File: src/logic/ids_settings.svh
// widths and depths of the packet filter, included by the RTL and the testbench
`ifndef IDS_SETTINGS_SVH
`define IDS_SETTINGS_SVH

// data path
`define IDS_DATA_W 64
`define IDS_CTRL_W 8

// per-slot buffer address bits, 256 words
`define IDS_BUF_ADDR_W 8

// input FIFO of four entries
`define IDS_FIFO_DEPTH_BITS 2
// free entries left when nearly-full rises
`define IDS_NEARLY_FULL_SLACK 1

// squash counter
`define IDS_COUNT_W 32

`endif

File: src/logic/ids_pkt_pkg.sv
// packet word and pattern types, shared by the data path, the slots and the matcher
`include "ids_settings.svh"

package ids_pkt_pkg;

   // one stored or forwarded word
   // ctrl sits above the data
   typedef struct packed {
      logic [`IDS_CTRL_W-1:0] ctrl;
      logic [`IDS_DATA_W-1:0] data;
   } pkt_word_t;

   // pattern word as seen on the pattern input
   // mask bit k enables data byte k, bit 7 is ignored
   typedef struct packed {
      logic [7:0]  mask;
      logic [55:0] bytes;
   } pattern_cfg_t;

endpackage

File: src/logic/ids_slot_pkg.sv
// slot FSM state and one-hot slot select types for the arbiter and the slots
package ids_slot_pkg;

   // per-slot packet FSM
   typedef enum logic [1:0] {
      SLOT_START      = 2'b00,
      SLOT_PAYLOAD    = 2'b01,
      SLOT_READ_READY = 2'b10
   } slot_state_t;

   // one-hot grant select
   typedef enum logic [1:0] {
      SEL_SLOT0 = 2'b01,
      SEL_SLOT1 = 2'b10
   } slot_sel_t;

endpackage

File: src/logic/slot_bus_if.sv
// bus between the arbiter and one packet slot, one instance per slot
`timescale 1ns/1ps

interface slot_bus_if;
   import ids_pkt_pkg::*;
   import ids_slot_pkg::*;

   // driven by the arbiter
   logic        fifo_avail;
   pkt_word_t   fifo_word;
   logic        write_grant;
   logic        read_grant;
   logic        out_rdy;

   // driven by the slot
   slot_state_t state;
   logic        fifo_rd;
   logic        out_wr;
   pkt_word_t   rd_word;
   logic        squash;

   modport arb (
      output fifo_avail, fifo_word, write_grant, read_grant, out_rdy,
      input  state, fifo_rd, out_wr, rd_word, squash
   );

   modport slot (
      input  fifo_avail, fifo_word, write_grant, read_grant, out_rdy,
      output state, fifo_rd, out_wr, rd_word, squash
   );

endinterface

File: src/logic/slot_arbiter.sv
// grants the shared FIFO and output bus to the two slots and counts squashed packets
`timescale 1ns/1ps
`include "ids_settings.svh"

module slot_arbiter (
   input  logic                    clk,
   input  logic                    reset,
   input  logic                    fifo_empty_i,
   input  logic                    fifo_nearly_full_i,
   input  ids_pkt_pkg::pkt_word_t  fifo_word_i,
   output logic                    fifo_rd_o,
   input  logic                    in_wr_i,
   output logic                    fifo_wr_o,
   output logic                    in_rdy_o,
   input  logic                    out_rdy_i,
   output ids_pkt_pkg::pkt_word_t  out_word_o,
   output logic                    out_wr_o,
   output logic [`IDS_COUNT_W-1:0] squash_count_o,
   slot_bus_if.arb                 slot0,
   slot_bus_if.arb                 slot1
);
   import ids_slot_pkg::*;

   slot_sel_t               wr_grant_r;
   slot_sel_t               rd_grant_r;
   logic                    wr_sel0_w;
   logic                    rd_sel0_w;
   logic                    wr_storing_w;
   logic                    wr_storing_r;
   logic                    other_start_w;
   logic                    wr_move_w;
   logic                    rd_active_w;
   logic                    rd_active_r;
   logic                    other_ready_w;
   logic                    rd_move_w;
   logic [`IDS_COUNT_W-1:0] squash_count_r;

   function automatic logic is_storing(slot_state_t s);
      return (s == SLOT_START) || (s == SLOT_PAYLOAD);
   endfunction

   assign wr_sel0_w = (wr_grant_r == SEL_SLOT0);
   assign rd_sel0_w = (rd_grant_r == SEL_SLOT0);

   ////////////////////
   // grant rules
   ////////////////////
   // writer moves on when its slot stops storing, or early if the other slot is free
   assign wr_storing_w  = wr_sel0_w ? is_storing(slot0.state) : is_storing(slot1.state);
   assign other_start_w = wr_sel0_w ? (slot1.state == SLOT_START) : (slot0.state == SLOT_START);
   assign wr_move_w     = !wr_storing_w && (wr_storing_r || other_start_w);

   assign rd_active_w   = rd_sel0_w ? (slot0.state == SLOT_READ_READY) :
                                      (slot1.state == SLOT_READ_READY);
   assign other_ready_w = rd_sel0_w ? (slot1.state == SLOT_READ_READY) :
                                      (slot0.state == SLOT_READ_READY);
   assign rd_move_w     = !rd_active_w && (rd_active_r || other_ready_w);

   always_ff @(posedge clk) begin
      if (reset) begin
         wr_grant_r     <= SEL_SLOT0;
         rd_grant_r     <= SEL_SLOT0;
         wr_storing_r   <= 1'b0;
         rd_active_r    <= 1'b0;
         squash_count_r <= '0;
      end else begin
         wr_storing_r <= wr_storing_w;
         rd_active_r  <= rd_active_w;
         if (wr_move_w) begin
            wr_grant_r <= wr_sel0_w ? SEL_SLOT1 : SEL_SLOT0;
         end
         if (rd_move_w) begin
            rd_grant_r <= rd_sel0_w ? SEL_SLOT1 : SEL_SLOT0;
         end
         // only the writer can squash, so one pulse at a time
         if (slot0.squash || slot1.squash) begin
            squash_count_r <= squash_count_r + 1'b1;
         end
      end
   end

   ////////////////////
   // FIFO and output steering
   ////////////////////
   assign slot0.write_grant = wr_sel0_w;
   assign slot1.write_grant = (wr_grant_r == SEL_SLOT1);
   assign slot0.read_grant  = rd_sel0_w;
   assign slot1.read_grant  = (rd_grant_r == SEL_SLOT1);
   assign slot0.fifo_avail  = slot0.write_grant && !fifo_empty_i;
   assign slot1.fifo_avail  = slot1.write_grant && !fifo_empty_i;
   assign slot0.fifo_word   = slot0.write_grant ? fifo_word_i : '0;
   assign slot1.fifo_word   = slot1.write_grant ? fifo_word_i : '0;
   assign slot0.out_rdy     = out_rdy_i;
   assign slot1.out_rdy     = out_rdy_i;

   assign fifo_rd_o = wr_sel0_w ? slot0.fifo_rd : slot1.fifo_rd;
   // a word held while in_rdy is low is not taken
   assign fifo_wr_o = in_wr_i && in_rdy_o;
   assign in_rdy_o  = wr_storing_w && !fifo_nearly_full_i;

   assign out_wr_o       = slot0.out_wr || slot1.out_wr;
   assign out_word_o     = slot1.out_wr ? slot1.rd_word : slot0.rd_word;
   assign squash_count_o = squash_count_r;

   a_grants_onehot: assert property (@(posedge clk) disable iff (reset)
      $onehot(wr_grant_r) && $onehot(rd_grant_r))
      else $error("slot grant lost its one-hot encoding");

endmodule

File: src/flat_wrapper.sv
// flat-port wrapper written by rule: the top's interface ports become plain ports
module slot_arbiter_flat import ids_slot_pkg::*;
  (clk, reset, fifo_empty_i, fifo_nearly_full_i, fifo_word_i, fifo_rd_o, in_wr_i, fifo_wr_o, in_rdy_o, out_rdy_i, out_word_o, out_wr_o, squash_count_o, slot0_fifo_avail, slot0_fifo_word, slot0_write_grant, slot0_read_grant, slot0_out_rdy, slot0_state, slot0_fifo_rd, slot0_out_wr, slot0_rd_word, slot0_squash, slot1_fifo_avail, slot1_fifo_word, slot1_write_grant, slot1_read_grant, slot1_out_rdy, slot1_state, slot1_fifo_rd, slot1_out_wr, slot1_rd_word, slot1_squash);
  slot_bus_if slot0_i ();
  slot_bus_if slot1_i ();
  input  logic clk;
  input  logic reset;
  input  logic fifo_empty_i;
  input  logic fifo_nearly_full_i;
  input  ids_pkt_pkg::pkt_word_t fifo_word_i;
  output logic fifo_rd_o;
  input  logic in_wr_i;
  output logic fifo_wr_o;
  output logic in_rdy_o;
  input  logic out_rdy_i;
  output ids_pkt_pkg::pkt_word_t out_word_o;
  output logic out_wr_o;
  output logic [`IDS_COUNT_W-1:0] squash_count_o;
  output wire logic [$bits(slot0_i.fifo_avail)-1:0] slot0_fifo_avail;
  output wire logic [$bits(slot0_i.fifo_word)-1:0] slot0_fifo_word;
  output wire logic [$bits(slot0_i.write_grant)-1:0] slot0_write_grant;
  output wire logic [$bits(slot0_i.read_grant)-1:0] slot0_read_grant;
  output wire logic [$bits(slot0_i.out_rdy)-1:0] slot0_out_rdy;
  input wire logic [$bits(slot0_i.state)-1:0] slot0_state;
  input wire logic [$bits(slot0_i.fifo_rd)-1:0] slot0_fifo_rd;
  input wire logic [$bits(slot0_i.out_wr)-1:0] slot0_out_wr;
  input wire logic [$bits(slot0_i.rd_word)-1:0] slot0_rd_word;
  input wire logic [$bits(slot0_i.squash)-1:0] slot0_squash;
  output wire logic [$bits(slot1_i.fifo_avail)-1:0] slot1_fifo_avail;
  output wire logic [$bits(slot1_i.fifo_word)-1:0] slot1_fifo_word;
  output wire logic [$bits(slot1_i.write_grant)-1:0] slot1_write_grant;
  output wire logic [$bits(slot1_i.read_grant)-1:0] slot1_read_grant;
  output wire logic [$bits(slot1_i.out_rdy)-1:0] slot1_out_rdy;
  input wire logic [$bits(slot1_i.state)-1:0] slot1_state;
  input wire logic [$bits(slot1_i.fifo_rd)-1:0] slot1_fifo_rd;
  input wire logic [$bits(slot1_i.out_wr)-1:0] slot1_out_wr;
  input wire logic [$bits(slot1_i.rd_word)-1:0] slot1_rd_word;
  input wire logic [$bits(slot1_i.squash)-1:0] slot1_squash;
  assign slot0_fifo_avail = slot0_i.fifo_avail;
  assign slot0_fifo_word = slot0_i.fifo_word;
  assign slot0_write_grant = slot0_i.write_grant;
  assign slot0_read_grant = slot0_i.read_grant;
  assign slot0_out_rdy = slot0_i.out_rdy;
  assign slot0_i.state = slot0_state;
  assign slot0_i.fifo_rd = slot0_fifo_rd;
  assign slot0_i.out_wr = slot0_out_wr;
  assign slot0_i.rd_word = slot0_rd_word;
  assign slot0_i.squash = slot0_squash;
  assign slot1_fifo_avail = slot1_i.fifo_avail;
  assign slot1_fifo_word = slot1_i.fifo_word;
  assign slot1_write_grant = slot1_i.write_grant;
  assign slot1_read_grant = slot1_i.read_grant;
  assign slot1_out_rdy = slot1_i.out_rdy;
  assign slot1_i.state = slot1_state;
  assign slot1_i.fifo_rd = slot1_fifo_rd;
  assign slot1_i.out_wr = slot1_out_wr;
  assign slot1_i.rd_word = slot1_rd_word;
  assign slot1_i.squash = slot1_squash;
  slot_arbiter u_core (.clk(clk), .reset(reset), .fifo_empty_i(fifo_empty_i), .fifo_nearly_full_i(fifo_nearly_full_i), .fifo_word_i(fifo_word_i), .fifo_rd_o(fifo_rd_o), .in_wr_i(in_wr_i), .fifo_wr_o(fifo_wr_o), .in_rdy_o(in_rdy_o), .out_rdy_i(out_rdy_i), .out_word_o(out_word_o), .out_wr_o(out_wr_o), .squash_count_o(squash_count_o), .slot0(slot0_i), .slot1(slot1_i));
endmodule
File: config.mk
export PLATFORM = sky130hd
export DESIGN_NAME = slot_arbiter_flat
export DESIGN_NICKNAME = d
export VERILOG_FILES = /design/src/logic/ids_pkt_pkg.sv /design/src/logic/ids_slot_pkg.sv /design/src/logic/slot_bus_if.sv /design/src/logic/slot_arbiter.sv /design/src/flat_wrapper.sv
export VERILOG_INCLUDE_DIRS = /design/src /design/src/logic
export SDC_FILE = /design/constraint.sdc
export NUM_CORES = 1
export LEC_CHECK = 0
export ABC_AREA = 1
export BUFFER_PORTS_ARGS = -buffer_cell sky130_fd_sc_hd__buf_2
export CORE_AREA = 3 3 193 195
export DETAILED_ROUTE_END_ITERATION = 12
export DIE_AREA = 0 0 196 198
export PLACE_DENSITY = 0.34
export SLEW_MARGIN = 20
export SYNTH_ARGS = -nofsm -noshare
export SYNTH_HDL_FRONTEND = slang
export SYNTH_SLANG_ARGS = --single-unit
File: constraint.sdc
create_clock -name clk -period 2.8 [get_ports clk]
set_input_delay 0.84 -clock clk [delete_from_list [all_inputs] [get_ports clk]]
set_output_delay 0.84 -clock clk [all_outputs]
set_load 0.005 [all_outputs]
== Word-level counts from Yosys, hierarchy flattened ==
Index checks and enable logic that the tools add are counted.

* Multiplexer cells: 10
* Add/subtract/negate cells: 1
* Reductions and logical operators: 18
* Equality and inequality tests: 8

{| class="wikitable"
|+ Operators with widths
! kind !! number
|-
| 72-bit 2-to-1 mux || 3
|-
| 32-bit by 1-bit adder with 32-bit output (second input constant) || 1
|-
| 2-bit by 1-bit equality test with 1-bit output (second input constant) || 4
|-
| 2-bit equality test (second input constant) || 4
|-
| 1-bit logical AND || 6
|-
| 1-bit logical OR || 6
|-
| 1-bit 2-to-1 mux || 5
|-
| 1-bit logical NOT || 4
|-
| 2-bit logical NOT || 2
|-
| 2-bit 2-to-1 mux || 2
|}

* Output and inout bits: 260
* Input bits: 232
* Register bits after elaboration: 38

== Logic depth before layout (Yosys ltp) ==
* Word-level depth: 5
* Gate-level depth with buffers: 9

== Least setup slack after synthesis ==
Ideal clock, no wire load.

* Path type: input port to output port
* From: input port slot1_out_wr
* To: output port out_word_o[0] (netlist bit)
* Stages: 4
* Slack: 0.454 ns
* Required time: 1.960 ns
* Arrival: 1.506 ns
* Cells stage by stage: clkbuf_1 -> clkbuf_1 -> nand2_1 -> nand2_1

{| class="wikitable"
|+ RTL lines
! what !! line !! RTL
|-
| start, declared || flat_wrapper.sv:36 || <nowiki>input wire logic [$bits(slot1_i.out_wr)-1:0] slot1_out_wr;</nowiki>
|-
| end, declared || flat_wrapper.sv:16 || <nowiki>output ids_pkt_pkg::pkt_word_t out_word_o;</nowiki>
|}

== Worst setup path after layout ==
* From: register u_core.wr_grant_r[1]
* To: output port slot1_fifo_word[7]

* Longest elaborated chain between the ends: 2

{| class="wikitable"
|+ RTL lines
! what !! line !! RTL
|-
| start, declared || slot_arbiter.sv:24 || <nowiki>slot_sel_t wr_grant_r;</nowiki>
|-
| start signal, assigned || slot_arbiter.sv:70 || <nowiki>wr_grant_r <= wr_sel0_w ? SEL_SLOT1 : SEL_SLOT0;</nowiki>
|-
| 2-bit equality test || slot_arbiter.sv:86 || <nowiki>assign slot1.write_grant = (wr_grant_r == SEL_SLOT1);</nowiki>
|-
| 72-bit 2-to-1 mux || slot_arbiter.sv:92 || <nowiki>assign slot1.fifo_word = slot1.write_grant ? fifo_word_i : '0;</nowiki>
|-
| end, declared || flat_wrapper.sv:30 || <nowiki>output wire logic [$bits(slot1_i.fifo_word)-1:0] slot1_fifo_word;</nowiki>
|}

No other way between the ends.

==> flow_metrics.tcl <==
set metrics [dict create \
    yosys_register_bits 38 \
    fin_skew_ns 0.00440 \
    port_buffers 488 \
    avgSynthCellArea_um2 4.83 \
    grt_pass1_vias 5720 \
    startpoint "u_core.wr_grant_r[1]$_SDFFE_PP0P_" \
    final_nets 1492 \
    dr.pass1.iters 5 \
    synth.distinct_cells 30 \
    core_region_area_um2 35600 \
    synthCells 788 \
    layout-drive-gt1-share_pct 41.8 \
    setup_violations 0 \
    gp_congestion 0.927 \
    yosysMostFrequentCell "nand2_1" \
    synth_edf_count 0 \
    sw_frac_of_total_pct 40.4 \
    hpwlAfterDp_um 24700 \
    critical_path_arrival_ns 1.69 \
    p_leak_uw 0.00440 \
    syn_nets 1021 \
    rows 69 \
    p_int_uw 1490 \
    crit_type "flop to output pin" \
    rsz0062_at_grt "false" \
    fin_setup_tns_ns 0 \
    cp-start-kind "flop" \
    hold_viol 0 \
    die_area_um2 38800 \
    synth_common_cells "nand2_1 (300), nor2_1 (216), inv_1 (107)" \
    grtUsageTotal_pct 13.2 \
    cts_buffers 5 \
    cp-end-kind "output pin" \
    cts_resized 0 \
    drc 0 \
    combPwrFrac_pct 53.9 \
    synth_top_cell_by_area "nand2_1" \
    fin_crit_ns 2.53 \
    cts_htree_levels 2 \
    die_w_um 196 \
    max_stage_delay_ns 0.57 \
    crit_path_top_delay_cell "buf_4" \
    cp_cell_sequence "inv_1 > nor2_1 > inv_2 > buf_4 > nor2_1 > buf_2" \
    drv_cap 0 \
    num_vias 6237 \
    synthArstFlopShare_pct 0 \
    start_util_pct 10.7 \
    r2r_start "u_core.squash_count_o[0]$_SDFFE_PP0P_" \
    antenna_found_initial 4 \
    critPathMostFrequentCell "nor2_1" \
    cts_tree "built" \
    ys.warnings.count 0 \
    grt_pass1_wl_um 38800 \
    cts-root-buf "clkbuf_16" \
    clk_latency_ns 0.28 \
    p_seq_share_pct 23.5 \
    min-delay-start "u_core.rd_grant_r[1]$_SDFFE_PP0P_" \
    hold_path_class "flop to flop" \
    dieHeight_um 198 \
    ir_drop_uv 204 \
    slew_viol_final 0 \
    drt_wl_total_um 28400 \
    syn_to_final_growth_pct 83.0 \
    clock_sinks 38 \
    max_freq_ghz 0.396 \
    period_share_pct 90.3 \
    path_max_fanout 73 \
    outcome "finished, final reports clean" \
    clockBufferDepth 2 \
    cts_hold_buf 0 \
    vias_per_cell 3.62 \
    grt_max_degree 74 \
    worstPathRequired_ns 1.96 \
    detail-route-antenna-nets 0 \
    ios 492 \
    wl_per_cell_um 16.5 \
    clk_pin_slew_worst_paths_ns 0.05 \
    ys.flop_type "dfxtp_1" \
    drtIter0Drc 327 \
    synthTopCellsByArea "nand2_1 (30%), nor2_1 (21%), dfxtp_1 (20%)" \
    post-route-util_pct 19.6 \
    p_sw_uw 1010 \
    grt_overflow_total 0 \
    post_cts_buffers 0 \
    whs_ns 0.485 \
    ys_seq_area_share_pct 20.0 \
    clockPowerShare_pct 22.6 \
    synth_top_area_share_pct 29.6 \
    worstMarginPinSlew_ns 0.750 \
    max_slew_margin_pct 50.0 \
    syn_area_um2 3810 \
    p_per_area_nw_per_um2 359 \
]
==> metal layers <==
metal | up-vias | share of wire [%] | track usage (%) | routed length, µm
li1 | 3246 | - | - | -
met1 | 2714 | 45 | 17.9 | 12700
met2 | 259 | 48 | 22.3 | 13500
met3 | 18 | 6.6 | 2.40 | 1880
met4 | 0 | 1.1 | 2.38 | 310
met5 | - | 0 | 0 | 0
==> state kept, by name, indices dropped and copies added, names as in the netlist <==
signal and count:
u_core.wr_grant_r 2, u_core.rd_grant_r 2, u_core.wr_storing_r 1, u_core.rd_active_r 1, u_core.squash_count_o 32
==> kinds of logic (layout without fill, tap and decap cells) <==
| logic type | after synthesis | after routing | share of synthesized area, % |
|---|---|---|---|
| AO/OA/AOI/OAI | 30 | 30 | 4.14 |
| buffers and inverters | 145 | 615 | 14.5 |
| AND/OR/NAND/NOR | 571 | 571 | 60.3 |
| other | 0 | 4 | 0 |
| flip-flops | 38 | 38 | 20.0 |
| adder cells (fa/ha/maj) | 1 | 1 | 0.329 |
| XOR/XNOR | 3 | 3 | 0.690 |
==> through the flow <==
stage          setup WS, ns  cell area (µm²)  instances  power, µW
2_1_floorplan         0.454             3810        788       1170
3_3_place_gp          0.291             6820       1713       1990
3_5_place_dp          0.279             6820       1713       1970
4_1_cts               0.233             6960       1719       2550
5_1_grt              0.0981             6970       1723       2710
6_report              0.272             6970       1723       2500
==> final cells by class <==
class	instances	area, µm²
Clock buffer	6	139
Antenna cell	4	10.0
Sequential cell	38	761
Multi-Input combinational cell	605	2490
Timing Repair Buffer	499	2570
Inverter	110	413
Tap cell	461	577
Fill cell	4258	28600
==> worst max-delay path: cells and delay by family, from the launching register on <==
| kind | cells | cell delay [ns] |
|---|---|---|
| flops | 1 | 0.29 |
| buf+inv | 4 | 0.89 |
| simple gates | 2 | 0.18 |
==> power groups by stage <==
stage               combinational (µW)  sequential, µW  clock (µW)
floorplan                          576             597           0
global placement                  1390             600           0
detailed placement                1360             600           0
CTS                               1370             588         593
global route                      1510             592         612
finish                            1350             589         565
==> path summary, 6_finish.rpt <==
| check | to | slack [ns] | depth (start not counted) |
|---|---|---|---|
| setup / recovery | slot1_fifo_word[7] | 0.27 | 6 |
| hold / removal | u_core.rd_grant_r[1]$_SDFFE_PP0P_ | 0.48 | 2 |
| setup reg to reg | u_core.squash_count_o[18]$_SDFFE_PP0P_ | 1.12 | 8 |
| hold reg to reg | u_core.rd_grant_r[1]$_SDFFE_PP0P_ | 0.48 | 2 |
==> placed cells by master, fill, tap and decap left out, drive strengths merged <==
cell and n:
a21o 1, clkinv 1, nor2 227, nand3 27, ha 1, xnor2 1
diode 4, inv 109, nand2 304, dfxtp 38, nor3 4, o21ai 10
nand4 1, a21oi 17, nor3b 3, o21bai 2, buf 499, xor2 2
nand3b 3, and2 1, clkbuf 6, or2 1
No activity file was read; power rests on OpenSTA's default activity.
