### src/logic/ids_settings.svh
// widths and depths of the packet filter, included by the RTL and the testbench
`ifndef IDS_SETTINGS_SVH
`define IDS_SETTINGS_SVH

// data path
`define IDS_DATA_W 64
`define IDS_CTRL_W 8

// per-slot buffer address bits, 256 words
`define IDS_BUF_ADDR_W 8

// input FIFO of four entries
`define IDS_FIFO_DEPTH_BITS 2
// free entries left when nearly-full rises
`define IDS_NEARLY_FULL_SLACK 1

// squash counter
`define IDS_COUNT_W 32

`endif

### src/logic/ids_pkt_pkg.sv
// packet word and pattern types, shared by the data path, the slots and the matcher
`include "ids_settings.svh"

package ids_pkt_pkg;

   // one stored or forwarded word
   // ctrl sits above the data
   typedef struct packed {
      logic [`IDS_CTRL_W-1:0] ctrl;
      logic [`IDS_DATA_W-1:0] data;
   } pkt_word_t;

   // pattern word as seen on the pattern input
   // mask bit k enables data byte k, bit 7 is ignored
   typedef struct packed {
      logic [7:0]  mask;
      logic [55:0] bytes;
   } pattern_cfg_t;

endpackage

### src/logic/input_fifo.sv
// fall-through FIFO that buffers incoming words ahead of the packet slots
`timescale 1ns/1ps
`include "ids_settings.svh"

module input_fifo (
   input  logic                   clk,
   input  logic                   reset,
   input  logic                   wr_en_i,
   input  ids_pkt_pkg::pkt_word_t din_i,
   input  logic                   rd_en_i,
   output ids_pkt_pkg::pkt_word_t dout_o,
   output logic                   empty_o,
   output logic                   nearly_full_o
);
   import ids_pkt_pkg::*;

   localparam int DEPTH_BITS = `IDS_FIFO_DEPTH_BITS;
   localparam int DEPTH      = 1 << DEPTH_BITS;
   localparam int NF_LEVEL   = DEPTH - `IDS_NEARLY_FULL_SLACK;

   pkt_word_t             fifo_mem [DEPTH];
   logic [DEPTH_BITS-1:0] wr_ptr_r;
   logic [DEPTH_BITS-1:0] rd_ptr_r;
   logic [DEPTH_BITS:0]   count_r;
   logic                  full_w;

   // storage array
   always_ff @(posedge clk) begin
      if (wr_en_i) begin
         fifo_mem[wr_ptr_r] <= din_i;
      end
   end

   // pointers and fill level
   always_ff @(posedge clk) begin
      if (reset) begin
         wr_ptr_r <= '0;
         rd_ptr_r <= '0;
         count_r  <= '0;
      end else begin
         if (wr_en_i) begin
            wr_ptr_r <= wr_ptr_r + 1'b1;
         end
         if (rd_en_i) begin
            rd_ptr_r <= rd_ptr_r + 1'b1;
         end
         if (wr_en_i && !rd_en_i) begin
            count_r <= count_r + 1'b1;
         end else if (rd_en_i && !wr_en_i) begin
            count_r <= count_r - 1'b1;
         end
      end
   end

   // head word shows as soon as it lands
   assign dout_o        = fifo_mem[rd_ptr_r];
   assign empty_o       = (count_r == '0);
   assign full_w        = (count_r == (DEPTH_BITS + 1)'(DEPTH));
   assign nearly_full_o = (count_r >= (DEPTH_BITS + 1)'(NF_LEVEL));

   // upstream must honour in_rdy, the slots must honour empty
   a_no_overflow: assert property (@(posedge clk) disable iff (reset) wr_en_i |-> !full_w)
      else $error("input FIFO written while full");
   a_no_underflow: assert property (@(posedge clk) disable iff (reset) rd_en_i |-> !empty_o)
      else $error("input FIFO popped while empty");

endmodule

### config.mk
export PLATFORM = sky130hd
export DESIGN_NAME = input_fifo
export DESIGN_NICKNAME = d
export VERILOG_FILES = /design/src/logic/ids_pkt_pkg.sv /design/src/logic/input_fifo.sv
export VERILOG_INCLUDE_DIRS = /design/src /design/src/logic
export SDC_FILE = /design/constraint.sdc
export NUM_CORES = 1
export LEC_CHECK = 0
export BUFFER_PORTS_ARGS = -buffer_cell sky130_fd_sc_hd__buf_4
export CORE_UTILIZATION = 55
export CTS_CLUSTER_SIZE = 40
export DETAILED_ROUTE_END_ITERATION = 8
export GPL_ROUTABILITY_DRIVEN = 0
export PLACE_DENSITY_LB_ADDON = 0.25
export SYNTH_ARGS = -nofsm -noshare
export SYNTH_HDL_FRONTEND = slang
export SYNTH_SLANG_ARGS = --single-unit
### constraint.sdc
create_clock -name clk -period 5.1 [get_ports clk]
set_input_delay 0 -clock clk [delete_from_list [all_inputs] [get_ports clk]]
set_output_delay 0 -clock clk [all_outputs]
set_load 0.005 [all_outputs]
Yosys cells after proc, flatten, opt, wreduce, memory -nomap -nowiden
Memories as Yosys holds them, arrays and structs flattened. A register that Yosys moved wholly into a read port is not among the register bits.
Index checks and enable logic that the tools add are counted.
- register bits: 7
- memory bits (writable): 288
- bits of input ports: 76
- output and inout bits: 74
- logic and storage cells: 21
- memories kept: 1
- $add $sub $neg: 4
- magnitude comparators: 1
- multiplexer cells: 6
- reductions and logical operators: 6
- memory list (memory ; words ; width ; read ports ; clocked after Yosys merged registers in ; wr ports ; line ; text):
    fifo_mem ; 4 ; 72 ; 1 ; 1 ; 1 ; input_fifo.sv:21 ; pkt_word_t fifo_mem [DEPTH];
- operators by type and width (kind ; number):
    $mux W3 ; 2
    $add A2 B1 Y2 const B ; 2
    $mux W2 ; 2
    $add A3 B1 Y3 const B ; 1
    $ge A3 B2 Y1 const B ; 1
    $logic_not A3 Y1 ; 1
    $sub A3 B1 Y3 const B ; 1
    $logic_and A1 B1 Y1 ; 2
    $logic_not A1 Y1 ; 2
    $mux W1 ; 2
    $reduce_bool A2 Y1 ; 1

Depth between registers and ports, before layout
Gate-level depths: netlist of run 1.
- depth in word-level cells: 4
- depth in mapped cells: 7
- gate-level depth less buffers: 7

Least setup slack after synthesis of run 1
No wires, ideal clock.
- path kind: register to register
- start point: register wr_ptr_r[0]
- end point: memory fifo_mem[0][0] (netlist bit), enable pin
- setup time: 0.438 ns
- arrival: 2.227 ns
- required time: 4.662 ns
- path slack: 2.435 ns
- cell stages (with the launch flop): 4
- buffers on the path: 0
- clock period less this slack: 2.665 ns
- cell sequence: dfxtp_1 > inv_1 > ha_1 > and2_1
- RTL lines (item ; line ; text):
    from (decl) ; input_fifo.sv:22 ; logic [DEPTH_BITS-1:0] wr_ptr_r;
    from (signal assigned) ; input_fifo.sv:42 ; wr_ptr_r <= wr_ptr_r + 1'b1;
    to (decl) ; input_fifo.sv:21 ;
No word-level cell before the write port.

==> impl_summary.txt, run 1 <==
----------------------------------------------------
[Drt]
  Detailed router's first-iteration violation count ... 306
  Final routed wire length divided by cell count ... 19.9 um
  Total detailed-routing wirelength ... 18.9 mm
  Via/cell ratio ... 5.35
  DRT antenna net count ... 0
  Routed vias ... 5058
  Pre-antenna DRT Iters ... 5
  DRC viols ... 0

[Timing]
  Worst Clk Skew ... 0.00543 ns
  Maximum clock frequency ... 0.354 GHz
  Tightest slew margin relative to the limit ... 25.9%
  Setup violations, final ... 0
  Number of hold violations in the final report ... 0
  Fin Setup TNS ... 0 ns
  Final setup slack of the worst path ... 2.27 ns
  Worst Tran Pin Value ... 1.11 ns
  Crit path time final ... 2.83 ns
  Unrepaired setup endpoints after global routing ... false
  Final critical-path share of the clock period ... 55.4%
  Count of final max-slew check failures ... 0

[Synthesis]
  Post-synthesis average cell area ... 25.9 um^2
  Ys Warns ... 0
  Proportion of synthesized chip area in sequential cells ... 81.0%
  Number of different library cells in the post-synthesis netlist ... 22
  Post-Synthesis Cell Area ... 10900 um^2
  Syn_nets ... 502
  Register bit total from synthesis ... 297
  Post-Synthesis Cells ... 420

[Floorplanning]
  Width of the die ... 143 um
  Area of the die ... 20400 um^2
  Number of rows created at floorplan ... 51
  Effective utilization at floorplan ... 56.0%
  Boundary pin count ... 150
  Placeable Area ... 19500 um^2
  Die boundary height ... 143 um

[Pwr]
  Power density over the cells ... 389 nW/um^2
  Seq pwr share ... 53.5%
  P_int ... 4.27 mW
  Proportion of power drawn by combinational gates ... 9.9%
  Largest voltage drop on the vdd net ... 0.000355 V
  P_leak ... 4.72 nW
  Net Sw Power ... 1.11 mW
  Proportion of total power due to net switching ... 20.6%
  Share of power burned in the clock network ... 36.6%

[Placement]
  Area after DPL ... 12200 um^2
  Pre-CTS WS ... 2.66 ns
  Placed wire-length estimate ... 9.92 mm
  Port Buf Inserts ... 149

[Setup path]
  Critical path endpoint category ... output port
  Worst EP arrival ... 2.83 ns
  Worst path required time ... 5.10 ns
  Crit Reg-Reg Startpoint ... wr_ptr_r[0]
  Type of element launching the critical path ... flop
  Highest net fanout along the worst path ... 47
  Classification of the worst setup path ... reg2out

[Global route]
  Sum of overflow across all layers after global routing ... 0
  Via count of the first global-routing pass ... 5471
  Largest net degree at the start of global routing ... 73
  Global-route wire length before repair ... 28.5 mm
  Initial antenna violation count ... 0
  Global-route total usage across every layer ... 18.9%

[Finish]
  Post-route design area ... 13800 um^2
  Diodes inserted ... 0
  Most used cells in the layout excluding fill and tap cells ... sky130_fd_sc_hd__edfxtp_1, sky130_fd_sc_hd__buf_4, sky130_fd_sc_hd__dlygate4sd3_1
  Final Net Count ... 742
  Layout cells sized above 1 ... 38.5%
  Commonest non-fill, non-tap cell in the layout ... sky130_fd_sc_hd__edfxtp_1
  P&R area growth vs syn ... 26.8%

[Worst hold path]
  Hold Startpoint ... din_i[47]
  Worst min path class ... in2reg

[Run]
  Maxcap violations ... 0

[Outcome]
  Result of the run ... completed

[Clock tree]
  Clock-pin transition on the worst setup and hold timing paths ... 0.06 ns
  Clock sink count ... 297
  Clock tree from TritonCTS ... done
  Clk root buf ... sky130_fd_sc_hd__clkbuf_16
  Inserted Clock Buffers ... 29
  Clock insertion delay at the later pin of the skew report ... 0.52 ns
  Number of buffers on the longest clock path ... 3
  H-tree depth reported by CTS ... 1

----------------------------------------------------
[per-stage QoR]
| stage | hold WS (ns) | std cells | utilization (%) | total power, mW |
|---|---|---|---|---|
| 3_5_place_dp | 0.202 | 818 | 62.6 | 3.42 |
| 5_1_grt | 0.203 | 946 | 71.0 | 5.56 |
| 6_report | 0.210 | 946 | 71.0 | 5.38 |
| 4_1_cts | 0.187 | 946 | 71.0 | 5.43 |
| 2_1_floorplan | 0.0989 | 420 | - | 3.17 |
| 3_3_place_gp | 0.198 | 818 | 62.6 | 3.40 |
[worst max-delay path, cell delays in order (launching register included)]
cell                      delay, ns
sky130_fd_sc_hd__dfxtp_4       0.97
sky130_fd_sc_hd__buf_4         0.58
sky130_fd_sc_hd__mux4_2        0.58
sky130_fd_sc_hd__buf_4         0.15
[state kept, by name, summed over array words and instances (netlist names), named ones only]
signal	cells
fifo_mem	288
count_r	3
rd_ptr_r	2
wr_ptr_r	2
[synth_stat cells (all sizes together)]
cell    number  area share [%]
nor3         1           0.046
dfxtp        9             1.7
mux2i        2            0.18
a21o         1           0.069
inv          4            0.14
xnor2        2            0.16
edfxtp     288              79
buf         15             1.7
a21oi        1           0.046
xor2         3            0.24
and2         4            0.23
o21ai        1           0.046
nor2         7            0.24
mux4        72              15
nand2        1           0.034
clkbuf       2           0.069
fa           1            0.18
or3          1           0.057
ha           5            0.57
[kinds of logic after synthesis]
| logic type | Yosys count | share of synthesized area (%) |
|---|---|---|
| flops | 297 | 81.0 |
| mux | 74 | 15.1 |
| buf+inv | 21 | 1.92 |
| simple gates | 14 | 0.609 |
| fa+ha+maj | 6 | 0.758 |
| xor+xnor | 5 | 0.402 |
| compound gates | 3 | 0.161 |
[layer usage]
metal	part of all wire, %	GRT usage, %	up-vias
li1	-	-	2268
met1	39	23.6	2609
met2	53	33.2	147
met3	5.3	3.55	34
met4	2.5	6.56	0
met5	0	0	-
[worst paths after layout]
| kind | endpoint | slack (ns) | depth (start not counted) |
|---|---|---|---|
| setup / recovery | dout_o[9] | 2.27 | 3 |
| hold / removal | fifo_mem[2][47] | 0.21 | 2 |
| setup reg to reg | fifo_mem[2][12] | 3.20 | 3 |
| hold reg to reg | count_r[2] | 0.53 | 2 |
[power by group through the flow]
stage          clock network (mW)  logic [mW]  registers (mW)
4_1_cts                      2.01       0.541            2.88
6_report                     1.97       0.534            2.88
5_1_grt                      2.10       0.571            2.89
2_1_floorplan                   0       0.291            2.88
3_3_place_gp                    0       0.480            2.92
3_5_place_dp                    0       0.489            2.93
[timing repair]
item                      4_1_cts  5_1_grt
hold endpoints to repair      297        0
gates resized for setup         0        0
buffers inserted                0        0
hold buffers                   76        0
[cell type report]
| cell class | instances | area [um^2] |
|---|---|---|
| well taps | 265 | 332 |
| repair buffers | 226 | 1890 |
| clock buffers | 37 | 756 |
| multi-input cells | 102 | 1870 |
| flip-flops and latches | 297 | 8840 |
| inverters | 4 | 15.0 |
| fillers | 1165 | 5640 |
| clock inverters | 15 | 124 |
No activity file was read; power rests on OpenSTA's default activity.
==> run 2, diff against run 1 <==
clock period = 2.8 ns   (was 5.1 ns; I/O delays follow)
==> impl_summary.txt, run 2 (synthesized netlist as in run 1, its figures left out) <==
----------------------------------------------------
[Outcome]
  Result of the run ... completed (unchanged)

[Global route]
  Initial antenna violation count ... 1 (was 0)
  Global-route wire length before repair ... 30.8 mm (was 28.5 mm)
  Sum of overflow across all layers after global routing ... 0 (unchanged)
  Largest net degree at the start of global routing ... 41 (was 73)
  Global-route total usage across every layer ... 20.5% (was 18.9%)
  Via count of the first global-routing pass ... 5557 (was 5471)

[Floorplanning]
  Effective utilization at floorplan ... 56.0% (unchanged)
  Area of the die ... 20400 um^2 (unchanged)
  Die boundary height ... 143 um (unchanged)
  Width of the die ... 143 um (unchanged)
  Boundary pin count ... 150 (unchanged)
  Placeable Area ... 19500 um^2 (unchanged)
  Number of rows created at floorplan ... 51 (unchanged)

[Setup path]
  Type of element launching the critical path ... flop (unchanged)
  Crit Reg-Reg Startpoint ... wr_ptr_r[0] (unchanged)
  Worst path required time ... 2.80 ns (was 5.10 ns)
  Worst EP arrival ... 2.32 ns (was 2.83 ns)
  FF-to-FF path depth ... 4 (was 3)
  Critical path capture point ... dout_o[1] (was dout_o[9])
  Highest net fanout along the worst path ... 28 (was 47)
  Critical path endpoint category ... output port (unchanged)
  Register-to-register setup slack ... 0.97 ns (was 3.20 ns)
  Capture point of the worst reg-to-reg path ... fifo_mem[0][6] (was fifo_mem[2][12])
  Classification of the worst setup path ... reg2out (unchanged)

[Drt]
  Via/cell ratio ... 5.35 (about the same)
  Routed wl met3 ... 1.12 mm (was 992 um)
  Detailed router's first-iteration violation count ... 322 (was 306)
  Total detailed-routing wirelength ... 20.1 mm (was 18.9 mm)
  Pre-antenna DRT Iters ... 7 (was 5)
  DRC viols ... 0 (unchanged)
  Met2 Routed Length ... 10.4 mm (was 9.98 mm)
  Final routed wire length divided by cell count ... 20.9 um (was 19.9 um)
  Topmost layer with routed signal wires ... met4 (unchanged)
  DRT antenna net count ... 0 (unchanged)
  Routed vias ... 5140 (was 5058)
  M1 WL ... 8.20 mm (was 7.43 mm)

[Placement]
  Pre-CTS WS ... 0.976 ns (was 2.66 ns)
  Area after DPL ... 12300 um^2 (was 12200 um^2)
  Port Buf Inserts ... 149 (unchanged)
  Placed wire-length estimate ... 12.0 mm (was 9.92 mm)

[Finish]
  Commonest non-fill, non-tap cell in the layout ... sky130_fd_sc_hd__edfxtp_1 (unchanged)
  Layout cells sized above 1 ... 40.6% (was 38.5%)
  Post-route design area ... 14000 um^2 (was 13800 um^2)
  P&R area growth vs syn ... 28.2% (was 26.8%)
  Largest registers ... fifo_mem (288), count_r (3) (unchanged)
  Final Net Count ... 755 (was 742)
  Most used cells in the layout excluding fill and tap cells ... sky130_fd_sc_hd__edfxtp_1, sky130_fd_sc_hd__buf_4, sky130_fd_sc_hd__dlygate4sd3_1 (unchanged)
  Flip-flop count of the largest register after layout ... 288 (unchanged)
  Most flops, register ... fifo_mem (unchanged)
  Fill cells ... 1120 (was 1165)

[Clock tree]
  Clock insertion delay at the later pin of the skew report ... 0.54 ns (was 0.52 ns)
  Hold Buf Count CTS ... 76 (unchanged)
  Number of gates resized after cts ... 0 (unchanged)
  Clock tree from TritonCTS ... done (unchanged)
  Number of buffers on the longest clock path ... 3 (unchanged)
  Clock sink count ... 297 (unchanged)
  Post-CTS Setup Repair Bufs ... 0 (unchanged)
  Inserted Clock Buffers ... 29 (unchanged)
  H-tree depth reported by CTS ... 1 (unchanged)
  Clock-pin transition on the worst setup and hold timing paths ... 0.06 ns (about the same)
  Clk root buf ... sky130_fd_sc_hd__clkbuf_16 (unchanged)

[Run]
  Maxcap violations ... 0 (unchanged)

[Timing]
  Worst Tran Pin Value ... 0.617 ns (was 1.11 ns)
  Tightest slew margin relative to the limit ... 58.9% (was 25.9%)
  Setup violations, final ... 0 (unchanged)
  Fin Setup TNS ... 0 ns (unchanged)
  Final critical-path share of the clock period ... 83.0%
  Worst Clk Skew ... 0.0162 ns (was 0.00543 ns)
  Final setup slack of the worst path ... 0.477 ns (was 2.27 ns)
  Crit path time final ... 2.32 ns
  Count of final max-slew check failures ... 0 (unchanged)
  Maximum clock frequency ... 0.431 GHz
  Unrepaired setup endpoints after global routing ... false (unchanged)
  Number of hold violations in the final report ... 0 (unchanged)

[Worst hold path]
  Worst min path class ... in2reg (unchanged)
  Hold Startpoint ... din_i[64] (was din_i[47])

[Pwr]
  P_leak ... 4.82 nW (was 4.72 nW)
  Largest voltage drop on the vdd net ... 0.000637 V (was 0.000355 V)
  Power density over the cells ... 703 nW/um^2 (was 389 nW/um^2)

----------------------------------------------------
==> run 2: worst min-delay path by stage <==
stage / cells after the start / end / slack, ns
detailed placement: 1 / fifo_mem[3][41] / 0.20
global placement: 1 / fifo_mem[3][41] / 0.20
floorplan: 0 / fifo_mem[0][0] / 0.1
global route: 2 / fifo_mem[2][39] / 0.19
CTS: 2 / fifo_mem[0][26] / 0.18
finish: 2 / fifo_mem[1][64] / 0.20
==> run 2: metrics by stage <==
stage | hold WS, ns | total power [mW] | utilization [%] | std cells
after floorplan | 0.0989 | 5.78 | - | 420
after global placement | 0.198 | 6.25 | 63.3 | 831
after detailed placement | 0.202 | 6.28 | 63.3 | 831
after CTS | 0.178 | 9.90 | 71.7 | 960
after global routing | 0.192 | 10.1 | 71.8 | 961
final | 0.200 | 9.81 | 71.8 | 961
==> run 2: metal layers <==
| layer | track usage (%) | up-vias |
|---|---|---|
| met3 | 3.49 | 26 |
| met5 | 0 | - |
| met1 | 27.8 | 2654 |
| met4 | 5.72 | 0 |
| met2 | 34.9 | 160 |
| li1 | - | 2300 |
==> run 2: layout make-up <==
type,instances,area [um^2],share of cell area (%)
clock inverters,14,72.6,0.520
well taps,265,332,2.37
clock buffers,39,803,5.75
inverters,4,15.0,0.108
multi-input cells,102,1870,13.4
diodes,1,2.50,0.0179
repair buffers,239,2030,14.6
flip-flops and latches,297,8840,63.3
==> run 2: worst max-delay path, cell delays in order (launching register included) <==
cell,delay [ns]
sky130_fd_sc_hd__dfxtp_4,0.73
sky130_fd_sc_hd__buf_12,0.30
sky130_fd_sc_hd__mux4_2,0.56
sky130_fd_sc_hd__buf_4,0.16
==> run 2: where the power goes <==
part / leakage (nW) / internal (mW) / switching [mW]
Clock: 0.440 / 2.01 / 1.55
Sequential: 2.72 / 5.10 / 0.0977
Combinational: 1.66 / 0.619 / 0.439
Total: 4.82 / 7.73 / 2.08
==> run 3, diff against run 2 <==
ABC_AREA = 1   (was default)
CORE_UTILIZATION = 52   (was 55)
clock period = 2.1 ns   (was 2.8 ns; I/O delays follow)
==> impl_summary.txt, run 3 <==
----------------------------------------------------
[Outcome]
  Result of the run ... completed (unchanged)

[Synthesis]
  Syn_nets ... 837 (was 502)
  Post-Synthesis Cells ... 755 (was 420)
  Top cells by area, synth ... sky130_fd_sc_hd__edfxtp_1, sky130_fd_sc_hd__o21ai_0, sky130_fd_sc_hd__o22ai_2, sky130_fd_sc_hd__nor2_1, sky130_fd_sc_hd__nor2_2 (was sky130_fd_sc_hd__edfxtp_1, sky130_fd_sc_hd__mux4_2, sky130_fd_sc_hd__dfxtp_1, sky130_fd_sc_hd__buf_12, sky130_fd_sc_hd__ha_1)
  Most common cell in the netlist ... sky130_fd_sc_hd__edfxtp_1 (unchanged)
  Proportion of synthesized chip area in sequential cells ... 76.5% (was 81.0%)
  Number of synthesized flops with an enable pin ... 288 (unchanged)
  Top-area cell type share of the netlist area ... 74.9% (was 79.4%)
  Commonest cells post-synth ... sky130_fd_sc_hd__edfxtp_1, sky130_fd_sc_hd__o21ai_0, sky130_fd_sc_hd__nor2_1 (was sky130_fd_sc_hd__edfxtp_1, sky130_fd_sc_hd__mux4_2, sky130_fd_sc_hd__dfxtp_1)
  Number of different library cells in the post-synthesis netlist ... 24 (was 22)
  Primary FF master, synth ... sky130_fd_sc_hd__edfxtp_1 (unchanged)
  FFs w/ async S/R, synth ... 0% (unchanged)
  Post-synthesis average cell area ... 15.3 um^2 (was 25.9 um^2)
  Register bit total from synthesis ... 297 (unchanged)
  Dominant cell type by area after synthesis ... sky130_fd_sc_hd__edfxtp_1 (unchanged)
  Ys Warns ... 0 (unchanged)
  Post-Synthesis Cell Area ... 11500 um^2 (was 10900 um^2)

[Floorplanning]
  Die boundary height ... 151 um (was 143 um)
  Effective utilization at floorplan ... 52.9% (was 56.0%)
  Width of the die ... 151 um (was 143 um)
  Area of the die ... 22800 um^2 (was 20400 um^2)
  Placeable Area ... 21800 um^2 (was 19500 um^2)
  Number of rows created at floorplan ... 54 (was 51)
  Boundary pin count ... 150 (unchanged)

[Timing]
  Count of final max-slew check failures ... 0 (unchanged)
  Tightest slew margin relative to the limit ... 69.5% (was 58.9%)
  Worst Tran Pin Value ... 0.458 ns (was 0.617 ns)
  Final setup slack of the worst path ... 0.101 ns (was 0.477 ns)
  Final critical-path share of the clock period ... 95.2%
  Maximum clock frequency ... 0.500 GHz
  Setup violations, final ... 0 (unchanged)
  Crit path time final ... 2.00 ns
  Fin Setup TNS ... 0 ns (unchanged)
  Unrepaired setup endpoints after global routing ... false (unchanged)
  Worst Clk Skew ... 0.00803 ns (was 0.0162 ns)
  Number of hold violations in the final report ... 0 (unchanged)

[Setup path]
  Critical Path, Cell by Cell ... buf_8, o21ai_0, o22ai_1, buf_4 (was buf_12, mux4_2, buf_4)
  Crit path max-delay cell type ... sky130_fd_sc_hd__dfxtp_4 (unchanged)
  Worst path required time ... 2.10 ns (was 2.80 ns)
  Type of element launching the critical path ... flop (unchanged)
  Critical path endpoint category ... output port (unchanged)
  Largest stage delay, worst path ... 0.53 ns (was 0.73 ns)
  Classification of the worst setup path ... reg2out (unchanged)
  Highest net fanout along the worst path ... 47 (was 28)
  Capture point of the worst reg-to-reg path ... fifo_mem[1][4] (was fifo_mem[0][6])
  Crit Reg-Reg Startpoint ... wr_ptr_r[1] (was wr_ptr_r[0])
  FF-to-FF path depth ... 5 (was 4)
  Worst EP arrival ... 2.00 ns (was 2.32 ns)
  Register-to-register setup slack ... 0.61 ns (was 0.97 ns)
  WP buf/inv ... 2 (unchanged)
  Cell family with the largest share of critical-path delay ... flip-flops (unchanged)

[Placement]
  Placed wire-length estimate ... 12.8 mm (was 12.0 mm)
  Instance count after placement with tap cells included ... 1155 (was 831)
  Port Buf Inserts ... 149 (unchanged)
  Pre-CTS WS ... 0.471 ns (was 0.976 ns)

[Pwr]
  Share of power burned in the clock network ... 37.0% (was 36.2%)
  Seq pwr share ... 51.6% (was 53.0%)
  P_leak ... 5.18 nW (was 4.82 nW)
  Total design power ... 13.3 mW (was 9.81 mW)
  Net Sw Power ... 2.91 mW (was 2.08 mW)
  Proportion of total power due to net switching ... 21.9% (was 21.2%)
  Power density over the cells ... 901 nW/um^2 (was 703 nW/um^2)
  Proportion of power drawn by combinational gates ... 11.4% (was 10.8%)
  Largest voltage drop on the vdd net ... 0.000666 V (was 0.000637 V)
  P_int ... 10.4 mW (was 7.73 mW)

[Finish]
  Largest registers ... fifo_mem (288), count_r (3) (unchanged)
  Layout cells sized above 1 ... 31.4% (was 40.6%)
  Flip-flop count of the largest register after layout ... 288 (unchanged)
  Non-Filler Instances ... 1287 (was 961)
  Most used cells in the layout excluding fill and tap cells ... sky130_fd_sc_hd__edfxtp_1, sky130_fd_sc_hd__buf_4, sky130_fd_sc_hd__o21ai_0 (was sky130_fd_sc_hd__edfxtp_1, sky130_fd_sc_hd__buf_4, sky130_fd_sc_hd__dlygate4sd3_1)
  Commonest non-fill, non-tap cell in the layout ... sky130_fd_sc_hd__edfxtp_1 (unchanged)
  Final Net Count ... 1066 (was 755)
  Most flops, register ... fifo_mem (unchanged)
  P&R area growth vs syn ... 27.6% (was 28.2%)
  Final Core Density ... 67.5% (was 71.8%)

[Clock tree]
  H-tree depth reported by CTS ... 1 (unchanged)
  Clock insertion delay at the later pin of the skew report ... 0.53 ns (was 0.54 ns)
  Inserted Clock Buffers ... 29 (unchanged)
  Clk root buf ... sky130_fd_sc_hd__clkbuf_16 (unchanged)
  Clock sink count ... 297 (unchanged)
  Number of buffers on the longest clock path ... 3 (unchanged)
  Clock-pin transition on the worst setup and hold timing paths ... 0.06 ns (about the same)
  Clock tree from TritonCTS ... done (unchanged)

[Drt]
  Pre-antenna DRT Iters ... 5 (was 7)
  DRT antenna net count ... 0 (unchanged)
  Via/cell ratio ... 5.46 (was 5.35)
  Total detailed-routing wirelength ... 23.7 mm (was 20.1 mm)
  Routed vias ... 7030 (was 5140)
  Detailed router's first-iteration violation count ... 469 (was 322)
  Final routed wire length divided by cell count ... 18.4 um (was 20.9 um)
  DRC viols ... 0 (unchanged)

[Global route]
  Global-route wire length before repair ... 35.9 mm (was 30.8 mm)
  Sum of overflow across all layers after global routing ... 0 (unchanged)
  Initial antenna violation count ... 0 (was 1)
  Largest net degree at the start of global routing ... 79 (was 41)
  Global-route total usage across every layer ... 20.8% (was 20.5%)
  Via count of the first global-routing pass ... 6750 (was 5557)

[Run]
  Maxcap violations ... 0 (unchanged)

[Worst hold path]
  Hold Startpoint ... din_i[42] (was din_i[64])
  Min-Delay Path Depth ... 2 (unchanged)
  Worst hold endpoint ... fifo_mem[3][42] (was fifo_mem[1][64])
  Worst min path class ... in2reg (unchanged)

----------------------------------------------------
## run 3: cell types whose count changed after synthesis, sizes merged, moves of 10 or more
| cell | previous run | this run |
|---|---|---|
| buf | 15 | 27 |
| clkbuf | 2 | 19 |
| inv | 4 | 17 |
| mux4 | 72 | 0 |
| nand2 | 1 | 11 |
| nor2 | 7 | 149 |
| o21ai | 1 | 150 |
| o22ai | 0 | 72 |
## run 3: kinds of logic (layout without fill, tap and decap cells)
logic type | count (synthesis) | count (layout) | synth area share (%)
AND/OR/NAND/NOR | 163 | 163 | 6.43
flip-flops | 297 | 297 | 76.5
AO/OA/AOI/OAI | 226 | 226 | 13.3
adder cells (fa/ha/maj) | 6 | 6 | 0.716
buffers and inverters | 63 | 314 | 3.06
other | 0 | 1 | 0
## run 3: power groups by stage
stage	Sequential, mW	Clock [mW]	Combinational, mW
4_1_cts	6.84	4.99	1.51
2_1_floorplan	6.95	0	0.702
5_1_grt	6.86	5.22	1.65
3_3_place_gp	6.96	0	1.37
3_5_place_dp	6.96	0	1.38
6_report	6.84	4.91	1.51
## run 3: how the worst max path moves through the flow
stage / to / slack [ns] / depth (start not counted)
2_1_floorplan: fifo_mem[0][0] / 0.005 / 4
3_3_place_gp: dout_o[55] / 0.50 / 4
3_5_place_dp: dout_o[55] / 0.47 / 4
4_1_cts: dout_o[55] / 0.02 / 4
5_1_grt: dout_o[55] / 0.002 / 4
6_report: dout_o[55] / 0.10 / 4
## run 3: what timing repair did
| item | 4_1_cts | 5_1_grt |
|---|---|---|
| resized for setup | 3 | 6 |
| hold endpoints to repair | 297 | 0 |
| setup buffers | 0 | 1 |
| gates cloned | 0 | 0 |
| pin swaps | 0 | 0 |
| endpoints found under the setup margin | 6 | 9 |
| hold buffers | 77 | 0 |
## run 3: through the flow
| step | hold WS, ns | cell area [um^2] |
|---|---|---|
| 6_report | 0.213 | 14700 |
| 3_5_place_dp | 0.203 | 13000 |
| 3_3_place_gp | 0.202 | 13000 |
| 4_1_cts | 0.199 | 14700 |
| 5_1_grt | 0.211 | 14700 |
| 2_1_floorplan | 0.0989 | 11600 |
## run 3: area by class of cell
class | instances | area, um^2
Antenna cell | 1 | 2.50
Clock buffer | 34 | 744
Clock inverter | 19 | 156
Fill cell | 1485 | 7100
Inverter | 17 | 100
Multi-Input combinational cell | 395 | 2370
Sequential cell | 297 | 8830
Tap cell | 280 | 350
Timing Repair Buffer | 244 | 2160
## run 3: metal layers
metal	GRT usage [%]	share of wire, %	vias up
li1	-	-	3302
met4	4.95	1.3	0
met1	28.2	42	3468
met5	0	0	-
met2	34.7	49	236
met3	4.04	7.1	24
